`src/common/bus_pkg.sv`:
```
`default_nettype none

package bus_pkg;

    // T-cycle phase, four per machine cycle
    typedef enum logic [1:0] {
        T0 = 2'b00,
        T1 = 2'b01,
        T2 = 2'b10,
        T3 = 2'b11
    } ct_e;

    // Kind of bus access in the current machine cycle
    typedef enum logic [1:0] {
        BUS_IDLE  = 2'b00,
        BUS_FETCH = 2'b01,
        BUS_WRITE = 2'b10
    } bus_op_e;

    typedef enum logic {
        AB_PC = 1'b0,
        AB_SP = 1'b1   // Push address, SP - 1
    } ab_src_e;

    typedef enum logic {
        DB_PC_HIGH = 1'b0,
        DB_PC_LOW  = 1'b1
    } db_src_e;

endpackage

`default_nettype wire

```
`src/common/isa_pkg.sv`:
```
`default_nettype none

package isa_pkg;

    ////////////////////////////////////////
    // Architectural widths
    ////////////////////////////////////////
    localparam int ADDR_W    = 16;
    localparam int DATA_W    = 8;
    localparam int INT_W     = 5;  // VBlank, LCD, timer, serial, joypad
    localparam int INT_IDX_W = 3;

    typedef logic [ADDR_W-1:0] addr_t;
    typedef logic [DATA_W-1:0] data_t;
    typedef logic [INT_W-1:0]  int_bits_t;  // Bit 0 wins priority

    ////////////////////////////////////////
    // Decoded opcodes
    ////////////////////////////////////////
    localparam data_t OP_HALT = 8'h76;
    localparam data_t OP_STOP = 8'h10;  // Treated as one byte
    localparam data_t OP_DI   = 8'hF3;
    localparam data_t OP_EI   = 8'hFB;

    // Interrupt i jumps to base + i * step
    localparam addr_t INT_VEC_BASE = 16'h0040;
    localparam addr_t INT_VEC_STEP = 16'd8;

    ////////////////////////////////////////
    // Reset values
    ////////////////////////////////////////
    localparam addr_t SP_RESET = 16'hFFFE;
    localparam addr_t PC_RESET = 16'h0000;

endpackage

`default_nettype wire
```
`src/rtl/cpu_top.sv`:
```
`timescale 1ns/100ps
`default_nettype none

module cpu_top
    import isa_pkg::*;
    import bus_pkg::*;
(
    input  logic      clk,
    input  logic      rst,
    input  data_t     din,
    input  int_bits_t int_en,
    input  int_bits_t int_flags_in,
    input  data_t     key_in,
    output logic      phi,
    output logic      rd,
    output logic      wr,
    output logic      done,
    output ct_e       ct,
    output addr_t     a,
    output data_t     dout,
    output int_bits_t int_flags_out
);

    bus_op_e bus_op;
    ab_src_e ab_src;
    db_src_e db_src;
    addr_t   pc;
    addr_t   sp;
    addr_t   vector;
    data_t   opcode;
    logic    inc;
    logic    revert;
    logic    int_ack;
    logic    int_req;
    logic    wake;
    logic    ime;
    logic    halted;
    logic    stopped;

    ////////////////////////////////////////
    // Machine-cycle engine
    ////////////////////////////////////////
    bus_cycle_ctrl u_bus_cycle_ctrl (
        .clk    (clk),
        .rst    (rst),
        .bus_op (bus_op),
        .ab_src (ab_src),
        .db_src (db_src),
        .pc     (pc),
        .sp     (sp),
        .din    (din),
        .ct     (ct),
        .phi    (phi),
        .rd     (rd),
        .wr     (wr),
        .a      (a),
        .dout   (dout),
        .opcode (opcode)
    );

    pc_unit u_pc_unit (
        .clk     (clk),
        .rst     (rst),
        .ct      (ct),
        .inc     (inc),
        .revert  (revert),
        .int_ack (int_ack),
        .vector  (vector),
        .pc      (pc)
    );

    // Interrupts and wake
    int_unit u_int_unit (
        .clk           (clk),
        .rst           (rst),
        .ct            (ct),
        .int_en        (int_en),
        .int_flags_in  (int_flags_in),
        .key_in        (key_in),
        .ime           (ime),
        .halted        (halted),
        .stopped       (stopped),
        .int_ack       (int_ack),
        .int_req       (int_req),
        .wake          (wake),
        .vector        (vector),
        .int_flags_out (int_flags_out)
    );

    exec_fsm u_exec_fsm (
        .clk     (clk),
        .rst     (rst),
        .ct      (ct),
        .opcode  (opcode),
        .int_req (int_req),
        .wake    (wake),
        .bus_op  (bus_op),
        .ab_src  (ab_src),
        .db_src  (db_src),
        .sp      (sp),
        .inc     (inc),
        .revert  (revert),
        .int_ack (int_ack),
        .ime     (ime),
        .halted  (halted),
        .stopped (stopped),
        .done    (done)
    );

endmodule

`default_nettype wire

```
`src/rtl/exec_fsm.sv`:
```
`timescale 1ns/100ps
`default_nettype none

module exec_fsm
    import isa_pkg::*;
    import bus_pkg::*;
(
    input  logic    clk,
    input  logic    rst,
    input  ct_e     ct,
    input  data_t   opcode,
    input  logic    int_req,
    input  logic    wake,
    output bus_op_e bus_op,
    output ab_src_e ab_src,
    output db_src_e db_src,
    output addr_t   sp,
    output logic    inc,
    output logic    revert,
    output logic    int_ack,
    output logic    ime,
    output logic    halted,
    output logic    stopped,
    output logic    done
);

    typedef enum logic [2:0] {
        EX_FETCH,
        EX_HALT,
        EX_STOP,
        EX_INT0,
        EX_INT1,
        EX_INT2,
        EX_INT3,
        EX_INT4
    } ex_state_e;

    ex_state_e state;
    ex_state_e state_next;
    logic      int_pending;  // Dispatch decision taken at T2
    logic      from_fetch;   // Dispatch cut a fetch short

    ////////////////////////////////////////
    // Next machine cycle
    ////////////////////////////////////////
    always_comb begin
        state_next = state;
        case (state)
            EX_FETCH: begin
                if (int_pending) begin
                    state_next = EX_INT0;   // Fetched byte is dropped
                end else if (opcode == OP_HALT) begin
                    state_next = EX_HALT;
                end else if (opcode == OP_STOP) begin
                    state_next = EX_STOP;
                end
            end
            EX_HALT: begin
                if (int_pending) begin
                    state_next = EX_INT0;
                end else if (wake) begin
                    state_next = EX_FETCH;
                end
            end
            EX_STOP: if (wake) state_next = EX_FETCH;
            EX_INT0: state_next = EX_INT1;
            EX_INT1: state_next = EX_INT2;
            EX_INT2: state_next = EX_INT3;
            EX_INT3: state_next = EX_INT4;
            EX_INT4: state_next = EX_FETCH;
            default: state_next = EX_FETCH;
        endcase
    end

    always_ff @(posedge clk) begin
        if (rst) begin
            state       <= EX_FETCH;
            int_pending <= 1'b0;
            from_fetch  <= 1'b0;
            ime         <= 1'b0;
            sp          <= SP_RESET;
            done        <= 1'b0;
        end else begin
            done <= halted | stopped;
            if (ct == T2 && (state == EX_FETCH || state == EX_HALT)) begin
                int_pending <= int_req;
            end
            if (ct == T3) begin
                state <= state_next;
                if (state_next == EX_INT0) begin
                    from_fetch <= (state == EX_FETCH);
                end
                // DI and EI act at once
                if (state == EX_FETCH && !int_pending) begin
                    if (opcode == OP_DI) ime <= 1'b0;
                    if (opcode == OP_EI) ime <= 1'b1;
                end
                if (state == EX_INT2 || state == EX_INT3) begin
                    sp <= sp - 16'd1;
                end
                if (state == EX_INT4) ime <= 1'b0;
            end
        end
    end

    ////////////////////////////////////////
    // Per-cycle controls
    ////////////////////////////////////////
    always_comb begin
        bus_op = BUS_IDLE;
        ab_src = AB_PC;
        db_src = DB_PC_LOW;
        case (state)
            EX_FETCH: bus_op = BUS_FETCH;
            EX_INT2: begin
                bus_op = BUS_WRITE;
                ab_src = AB_SP;
                db_src = DB_PC_HIGH;  // High byte goes first
            end
            EX_INT3: begin
                bus_op = BUS_WRITE;
                ab_src = AB_SP;
            end
            default: begin
            end
        endcase
    end

    assign inc     = (state == EX_FETCH);
    assign revert  = (state == EX_INT0) && from_fetch;
    assign int_ack = (state == EX_INT4) && (ct == T3);  // One clock only
    assign halted  = (state == EX_HALT);
    assign stopped = (state == EX_STOP);

endmodule

`default_nettype wire

```
`src/rtl/int_unit.sv`:
```
`timescale 1ns/100ps
`default_nettype none

module int_unit
    import isa_pkg::*;
    import bus_pkg::*;
(
    input  logic      clk,
    input  logic      rst,
    input  ct_e       ct,
    input  int_bits_t int_en,
    input  int_bits_t int_flags_in,
    input  data_t     key_in,
    input  logic      ime,
    input  logic      halted,
    input  logic      stopped,
    input  logic      int_ack,
    output logic      int_req,
    output logic      wake,
    output addr_t     vector,
    output int_bits_t int_flags_out
);

    int_bits_t            pending;   // Enabled, ignoring IME
    int_bits_t            masked;
    int_bits_t            pri_hot;
    logic [INT_IDX_W-1:0] pri_idx;
    logic                 wake_cond;
    logic                 wake_delay;

    assign pending = int_flags_in & int_en;
    assign masked  = pending & {INT_W{ime}};
    assign int_req = |masked;

    ////////////////////////////////////////
    // Fixed priority, lowest bit first
    ////////////////////////////////////////
    always_comb begin
        pri_idx = '0;
        pri_hot = '0;
        for (int i = INT_W - 1; i >= 0; i--) begin
            if (masked[i]) begin
                pri_idx = INT_IDX_W'(i);
                pri_hot = int_bits_t'(1) << i;
            end
        end
    end

    // Nothing left at the jump sends the core to 0x0000
    assign vector = int_req ? addr_t'(INT_VEC_BASE + INT_VEC_STEP * addr_t'(pri_idx)) : '0;

    assign int_flags_out = int_ack ? (int_flags_in & ~pri_hot) : int_flags_in;

    // HALT wakes on any enabled flag, STOP also on a key
    assign wake_cond = (halted && (pending != '0)) ||
                       (stopped && ((pending != '0) || (key_in != '0)));

    // Wake held back one machine cycle
    always_ff @(posedge clk) begin
        if (rst) begin
            wake_delay <= 1'b0;
            wake       <= 1'b0;
        end else if (ct == T2) begin
            wake_delay <= wake_cond;
            wake       <= wake_delay;
        end
    end

endmodule

`default_nettype wire

```
`src/rtl/pc_unit.sv`:
```
`timescale 1ns/100ps
`default_nettype none

module pc_unit
    import isa_pkg::*;
    import bus_pkg::*;
(
    input  logic  clk,
    input  logic  rst,
    input  ct_e   ct,
    input  logic  inc,
    input  logic  revert,
    input  logic  int_ack,
    input  addr_t vector,
    output addr_t pc
);

    addr_t      saved_pc;  // Copy taken when a fetch starts incrementing
    logic       carry;
    logic [8:0] lo_sum;

    // Low byte step, the carry goes into the high byte one clock later
    assign lo_sum = {1'b0, pc[7:0]} + 9'd1;

    always_ff @(posedge clk) begin
        if (rst) begin
            pc    <= PC_RESET;
            carry <= 1'b0;
        end else begin
            case (ct)
                T1: begin
                    if (inc) begin
                        pc[7:0] <= lo_sum[7:0];
                        carry   <= lo_sum[8];
                    end
                end
                T2: begin
                    if (inc) begin
                        pc[15:8] <= pc[15:8] + {7'b0, carry};
                    end
                end
                T3: begin
                    if (revert) begin
                        pc <= saved_pc;     // Undo the discarded fetch
                    end else if (int_ack) begin
                        pc <= vector;
                    end
                end
                default: begin
                end
            endcase
        end
    end

    always_ff @(posedge clk) begin
        if (ct == T1 && inc) begin
            saved_pc <= pc;
        end
    end

endmodule

`default_nettype wire

```
`src/rtl/bus_cycle_ctrl.sv`:
```
`timescale 1ns/100ps
`default_nettype none

module bus_cycle_ctrl
    import isa_pkg::*;
    import bus_pkg::*;
(
    input  logic    clk,
    input  logic    rst,
    input  bus_op_e bus_op,
    input  ab_src_e ab_src,
    input  db_src_e db_src,
    input  addr_t   pc,
    input  addr_t   sp,
    input  data_t   din,
    output ct_e     ct,
    output logic    phi,
    output logic    rd,
    output logic    wr,
    output addr_t   a,
    output data_t   dout,
    output data_t   opcode
);

    addr_t ab_sel;
    data_t db_sel;

    // Pushes pre-decrement, so the SP source points one below
    assign ab_sel = (ab_src == AB_SP) ? addr_t'(sp - 16'd1) : pc;
    assign db_sel = (db_src == DB_PC_HIGH) ? pc[15:8] : pc[7:0];

    ////////////////////////////////////////
    // T-cycle counter
    ////////////////////////////////////////
    always_ff @(posedge clk) begin
        if (rst) begin
            ct <= T0;
        end else begin
            ct <= ct_e'(ct + 2'd1);  // Free running, wraps T3 -> T0
        end
    end

    ////////////////////////////////////////
    // Registered bus outputs
    ////////////////////////////////////////
    always_ff @(posedge clk) begin
        if (rst) begin
            a    <= '0;
            rd   <= 1'b0;
            wr   <= 1'b0;
            phi  <= 1'b1;
            dout <= '0;
        end else begin
            case (ct)
                T0: begin
                    // Address setup, strobe valid in T1/T2
                    a   <= ab_sel;
                    rd  <= (bus_op == BUS_FETCH);
                    wr  <= 1'b0;
                    phi <= 1'b1;
                end
                T1: begin
                    // Read in progress
                end
                T2: begin
                    if (bus_op == BUS_WRITE) begin
                        wr   <= 1'b1;
                        dout <= db_sel;
                    end
                    rd  <= 1'b0;
                    phi <= 1'b0;
                end
                T3: begin
                    rd   <= 1'b0;
                    wr   <= 1'b0;
                    dout <= '0;      // Bus idle
                end
                default: begin
                end
            endcase
        end
    end

    // Opcode latch, memory answers din combinationally by end of T2
    always_ff @(posedge clk) begin
        if (ct == T2 && bus_op == BUS_FETCH) begin
            opcode <= din;
        end
    end

endmodule

`default_nettype wire

```
`config.mk`:
```
export PLATFORM = sky130hd
export DESIGN_NAME = cpu_top
export DESIGN_NICKNAME = d
export VERILOG_FILES = /design/src/common/bus_pkg.sv /design/src/common/isa_pkg.sv /design/src/rtl/cpu_top.sv /design/src/rtl/exec_fsm.sv /design/src/rtl/int_unit.sv /design/src/rtl/pc_unit.sv /design/src/rtl/bus_cycle_ctrl.sv
export SDC_FILE = /design/constraint.sdc
export NUM_CORES = 1
export LEC_CHECK = 0
export ABC_CLOCK_PERIOD_IN_PS = 5400
export BUFFER_PORTS_ARGS = -buffer_cell sky130_fd_sc_hd__buf_4
export CELL_PAD_IN_SITES_DETAIL_PLACEMENT = 1
export CELL_PAD_IN_SITES_GLOBAL_PLACEMENT = 1
export CORE_MARGIN = 5
export CORE_UTILIZATION = 47
export DETAILED_ROUTE_END_ITERATION = 6
export GPL_TIMING_DRIVEN = 0
export PLACE_DENSITY = 0.9
export REMOVE_ABC_BUFFERS = 1
export SLEW_MARGIN = 20
export SYNTH_ARGS = -nofsm -noshare
export SYNTH_HDL_FRONTEND = slang
export SYNTH_SLANG_ARGS = --single-unit
```
`constraint.sdc`:
```
create_clock -name clk -period 5.4 [get_ports clk]
set_clock_uncertainty 0.15 [all_clocks]
set_input_delay 1.08 -clock clk [delete_from_list [all_inputs] [get_ports clk]]
set_output_delay 1.08 -clock clk [all_outputs]
set_load 0.02 [all_outputs]
```
==> results.md <==
- At the end of the flow, the number of nets in the layout was 595.
- Setup slack on the critical path of the routed design comes to 1.86 ns.
- The number of ports placed on the die boundary is 63.
- The routed wire length per instance is 20.2 um.
- Tracing the worst setup path back leads to its startpoint at u_bus_cycle_ctrl.ct[0].
- Of the synthesized area, sequential elements account for 45.4%.
- The number of global-route vias before repair is 4488.
- The critical path data arrival time is 2.31 ns.
- Hold is met by 0.308 ns.
- The critical path is of the flop to output port type.
- The area growth from synthesis to layout is 14.8%.
- The routed layout has 4184 vias.
- From bottom edge to top edge, the die measures 110 um.
- The cell count after synthesis came out at 525.
- Before CTS, the worst setup slack after placement is 1.83 ns.
- The wire-length estimate of the detail-placed layout is 9300 um.
- The synthesized cell area is 4720 um2.
- In this run the register-to-register setup slack is 2.16 ns.
- Global routing finished with a remaining overflow of 0.
- The slew of the pin with the lowest slew margin is 1.05 ns.
- The worst setup path endpoint is int_flags_out[1].
- Entering global routing, the biggest net connects 65 pins.
- After synthesis, the largest area contributor takes up 30.1% of total cell area.
- The final number of hold-violating endpoints came to 0.
- The total DRC errors in the routed layout is 0.
- The tool flagged a number of max-cap violations equal to 0.
- The number of H-tree levels is 3.
- The upper clock frequency limit is 0.282 GHz.
- In this run the standard cell core region covers 9770 um2.
- In this run the static leakage power is 1.95 nW.
- The largest individual stage delay along the critical path comes from the cell sky130_fd_sc_hd__ha_2.
- The commonest cells after synthesis are 71 x sky130_fd_sc_hd__dfxtp_1, 54 x sky130_fd_sc_hd__nand2_1, 49 x sky130_fd_sc_hd__nor2_1.
- The worst hold path class is flop to flop.
- The kind of capture point of the worst setup path is an output port.
- Summed over all layers, the routed wires come to 14100 um.
- Setup total negative slack on the finished layout was measured at 0 ns.
- The final setup violation count is 0.
- The number of violations reported at the end of detailed-routing iteration 0 is 249.
- The root cell of the clock tree is sky130_fd_sc_hd__clkbuf_8.
- Clock tree synthesis inserted a total of 9 buffers.
- In this design, the stage delay of the slowest critical-path cell is 0.62 ns.
- The shortest period the worst path allows is 3.54 ns.
- The clock tree buffer depth is 2.
- The number of antenna violations at the first check in global routing was 0.
- Of all cell types, the one taking the most synthesized area is sky130_fd_sc_hd__dfxtp_1.
- The most common cell in the synthesized netlist is sky130_fd_sc_hd__dfxtp_1.
- Setup repair after global routing left no endpoint under its margin.
- The number of placement rows is 36.
- The worst reg2reg path depth is 5.
- The post-place instance area is 5180 um2.
- The prevailing post-synth register cell is sky130_fd_sc_hd__dfxtp_1.
- The TritonCTS clock tree is yes.
- In this run the remaining antenna-violating nets after routing total 0.
- The post-CTS clock slew at the launch and capture registers of the worst setup and hold paths is 0.09 ns.
- Global routing used 24.5% of the available tracks across all layers.
- In this run, distinct cell masters in the synthesized netlist total 62.
- Before antenna repair, the detailed router went through 4 iterations.
- The total die area is 12100 um2.
- The final non-filler cell area is 5420 um2.
- The die outline width is 110 um.
- The effective utilization at floorplan is 48.3%.
- The clock latency reported for the late side of the worst-skew pair is 0.37 ns.
- Clock tree synthesis found a total of 95 sinks.
- Data on the critical path is required at its endpoint by 4.17 ns.
- In this run the tool buffered the top-level ports with 62 buffer cells.
- After synthesis the netlist holds a flip-flop and latch count of 95.
- The total of cells resized after clock tree synthesis is 0.
- The flow ran to the end, and the final reports show no timing, DRC or antenna violations.
- In this run the power density over the cells is 276 nW/um2.
- Counting buffers and inverters, the worst setup path is 5 cells deep.
- The kind of start point of the critical path is a flop.
- The largest delay contributor family on the critical path is adder cells.
- For this run, the number of Yosys warnings is 0.
- In this run the worst path has a maximum fanout of 28.
- Yosys attributes the largest share of cell area to sky130_fd_sc_hd__dfxtp_1 30%, sky130_fd_sc_hd__edfxtp_1 15%, sky130_fd_sc_hd__a21oi_1 4.3%.
- The number of hold buffers added after CTS was 0.
- The async set-reset flop share out of synthesis is 0%.
- The number of buffers and inverters on the critical path is 1.
- The first-pass GRT wire length is 23000 um.
- The post-route netlist has 16.7% of its cells at a drive strength greater than 1.
- The startpoint identified for the worst register-to-register timing path is u_exec_fsm.state[0].
- The period utilization is 65.6%.
- The repair_antennas step left the layout with diodes totalling 0.
- Measured against its own limit, the worst slew margin works out to 30.3%.
- The number of enable flip-flop cells after synthesis is 24.
- In this run the critical register-to-register path is captured at u_bus_cycle_ctrl.dout[3].
- The most numerous cell on the critical path is sky130_fd_sc_hd__and3_1.
- The number of setup buffers added after CTS is 0.
- The per-instance average area after synthesis is 8.99 um2.
- The count of pins over their slew limit was 0.
- Using the TritonRoute via totals, the vias-per-cell ratio works out to 6.01.
- The signal on the critical path passes through ha_2, and3_1, and3_1, a31oi_1, buf_4.
- The congestion estimate from routability-driven global placement came to 0.827.
- The worst-case IR drop observed on VDD is 0.127 mV.
sequential cells by signal (all words and copies together) (netlist names), 2 cells and up:
name	flops
u_pc_unit.pc	16
u_pc_unit.saved_pc	16
u_exec_fsm.sp	16
u_bus_cycle_ctrl.dout	8
u_bus_cycle_ctrl.opcode	8
u_bus_cycle_ctrl.ct	2
u_bus_cycle_ctrl.a	16
u_exec_fsm.state	3
routing by layer:
metal  GRT usage, %  vias to the layer above  wire length (um)
met2           44.0                      122              7300
met1           29.4                     2060              5710
li1               -                     1971                 -
met3           4.25                       31               693
met4           8.62                        0               344
met5              0                        -                 0
how the worst min path moves through the flow:
stage	from	endpoint	slack (ns)	depth (start not counted)
6_report	u_bus_cycle_ctrl.dout[6]	u_bus_cycle_ctrl.dout[6]	0.31	2
5_1_grt	u_bus_cycle_ctrl.dout[4]	u_bus_cycle_ctrl.dout[4]	0.33	2
4_1_cts	u_bus_cycle_ctrl.dout[6]	u_bus_cycle_ctrl.dout[6]	0.31	2
3_5_place_dp	u_bus_cycle_ctrl.dout[4]	u_bus_cycle_ctrl.dout[4]	0.30	2
3_3_place_gp	u_bus_cycle_ctrl.dout[5]	u_bus_cycle_ctrl.dout[5]	0.29	2
2_1_floorplan	u_pc_unit.carry	u_pc_unit.carry	0.29	2
through the flow:
stage / power [mW] / util, % / std cells
6_report: 1.50 / 55.4 / 696
5_1_grt: 1.57 / 55.4 / 696
4_1_cts: 1.51 / 55.3 / 696
3_5_place_dp: 0.983 / 53.0 / 680
3_3_place_gp: 0.971 / 53.0 / 680
2_1_floorplan: 0.896 / - / 485
kinds of logic (layout without fill, tap and decap cells):
| logic type | count (synthesis) | in the layout | share of synthesized area, % |
|---|---|---|---|
| flops | 95 | 95 | 45.4 |
| buf+inv | 55 | 93 | 4.74 |
| compound gates | 118 | 118 | 16.9 |
| simple gates | 204 | 204 | 22.0 |
| fa+ha+maj | 9 | 9 | 2.39 |
| mux | 14 | 14 | 3.05 |
| xor+xnor | 30 | 30 | 5.57 |
cell type report:
| class | count | area (um2) |
|---|---|---|
| Inverter | 15 | 56.3 |
| Fill cell | 1175 | 4360 |
| Sequential cell | 95 | 2140 |
| Timing Repair Buffer | 62 | 465 |
| Clock buffer | 11 | 141 |
| Tap cell | 133 | 166 |
| Multi-Input combinational cell | 375 | 2360 |
| Clock inverter | 5 | 81.3 |
power by group:
group / internal [mW] / switching, mW
logic: 0.0681 / 0.109
registers: 0.764 / 0.0313
clock network: 0.274 / 0.252
total: 1.11 / 0.392
worst reg2reg max path, stage by stage, from the launching register on:
cell and delay (ns):
sky130_fd_sc_hd__dfxtp_1 0.75, sky130_fd_sc_hd__xor2_1 0.31, sky130_fd_sc_hd__and2_1 0.86, sky130_fd_sc_hd__mux2i_2 0.47, sky130_fd_sc_hd__or3_1 0.47, sky130_fd_sc_hd__a21oi_1 0.16
cells in the final DEF (no fill, tap or decap), types with 4 or more instances in the layout:
master                     synthesis  layout
sky130_fd_sc_hd__clkbuf_8          0      10
sky130_fd_sc_hd__a211oi_1          5       5
sky130_fd_sc_hd__and3_1            7       7
sky130_fd_sc_hd__inv_1            15      15
sky130_fd_sc_hd__a31oi_1           8       8
sky130_fd_sc_hd__nand4_1           6       6
sky130_fd_sc_hd__o32ai_1           4       4
sky130_fd_sc_hd__buf_4             0      62
sky130_fd_sc_hd__o22ai_1           7       7
sky130_fd_sc_hd__nand2_1          54      54
sky130_fd_sc_hd__o21ai_0          14      14
sky130_fd_sc_hd__xor2_1           15      15
sky130_fd_sc_hd__nor3_1           21      21
sky130_fd_sc_hd__a221oi_1          8       8
sky130_fd_sc_hd__a311oi_1          4       4
sky130_fd_sc_hd__nor2_1           49      49
sky130_fd_sc_hd__mux2i_1          11       9
sky130_fd_sc_hd__and2_1            5       5
sky130_fd_sc_hd__dfxtp_1          71      71
sky130_fd_sc_hd__nand3_1          12      12
sky130_fd_sc_hd__nand2b_1          6       6
sky130_fd_sc_hd__a21oi_1          41      41
sky130_fd_sc_hd__nor4_1            8       8
sky130_fd_sc_hd__edfxtp_1         24      24
sky130_fd_sc_hd__ha_1              9       8
sky130_fd_sc_hd__xnor2_1          15      15
sky130_fd_sc_hd__or3_1            13      13
Power figures use the tool's default switching activity.
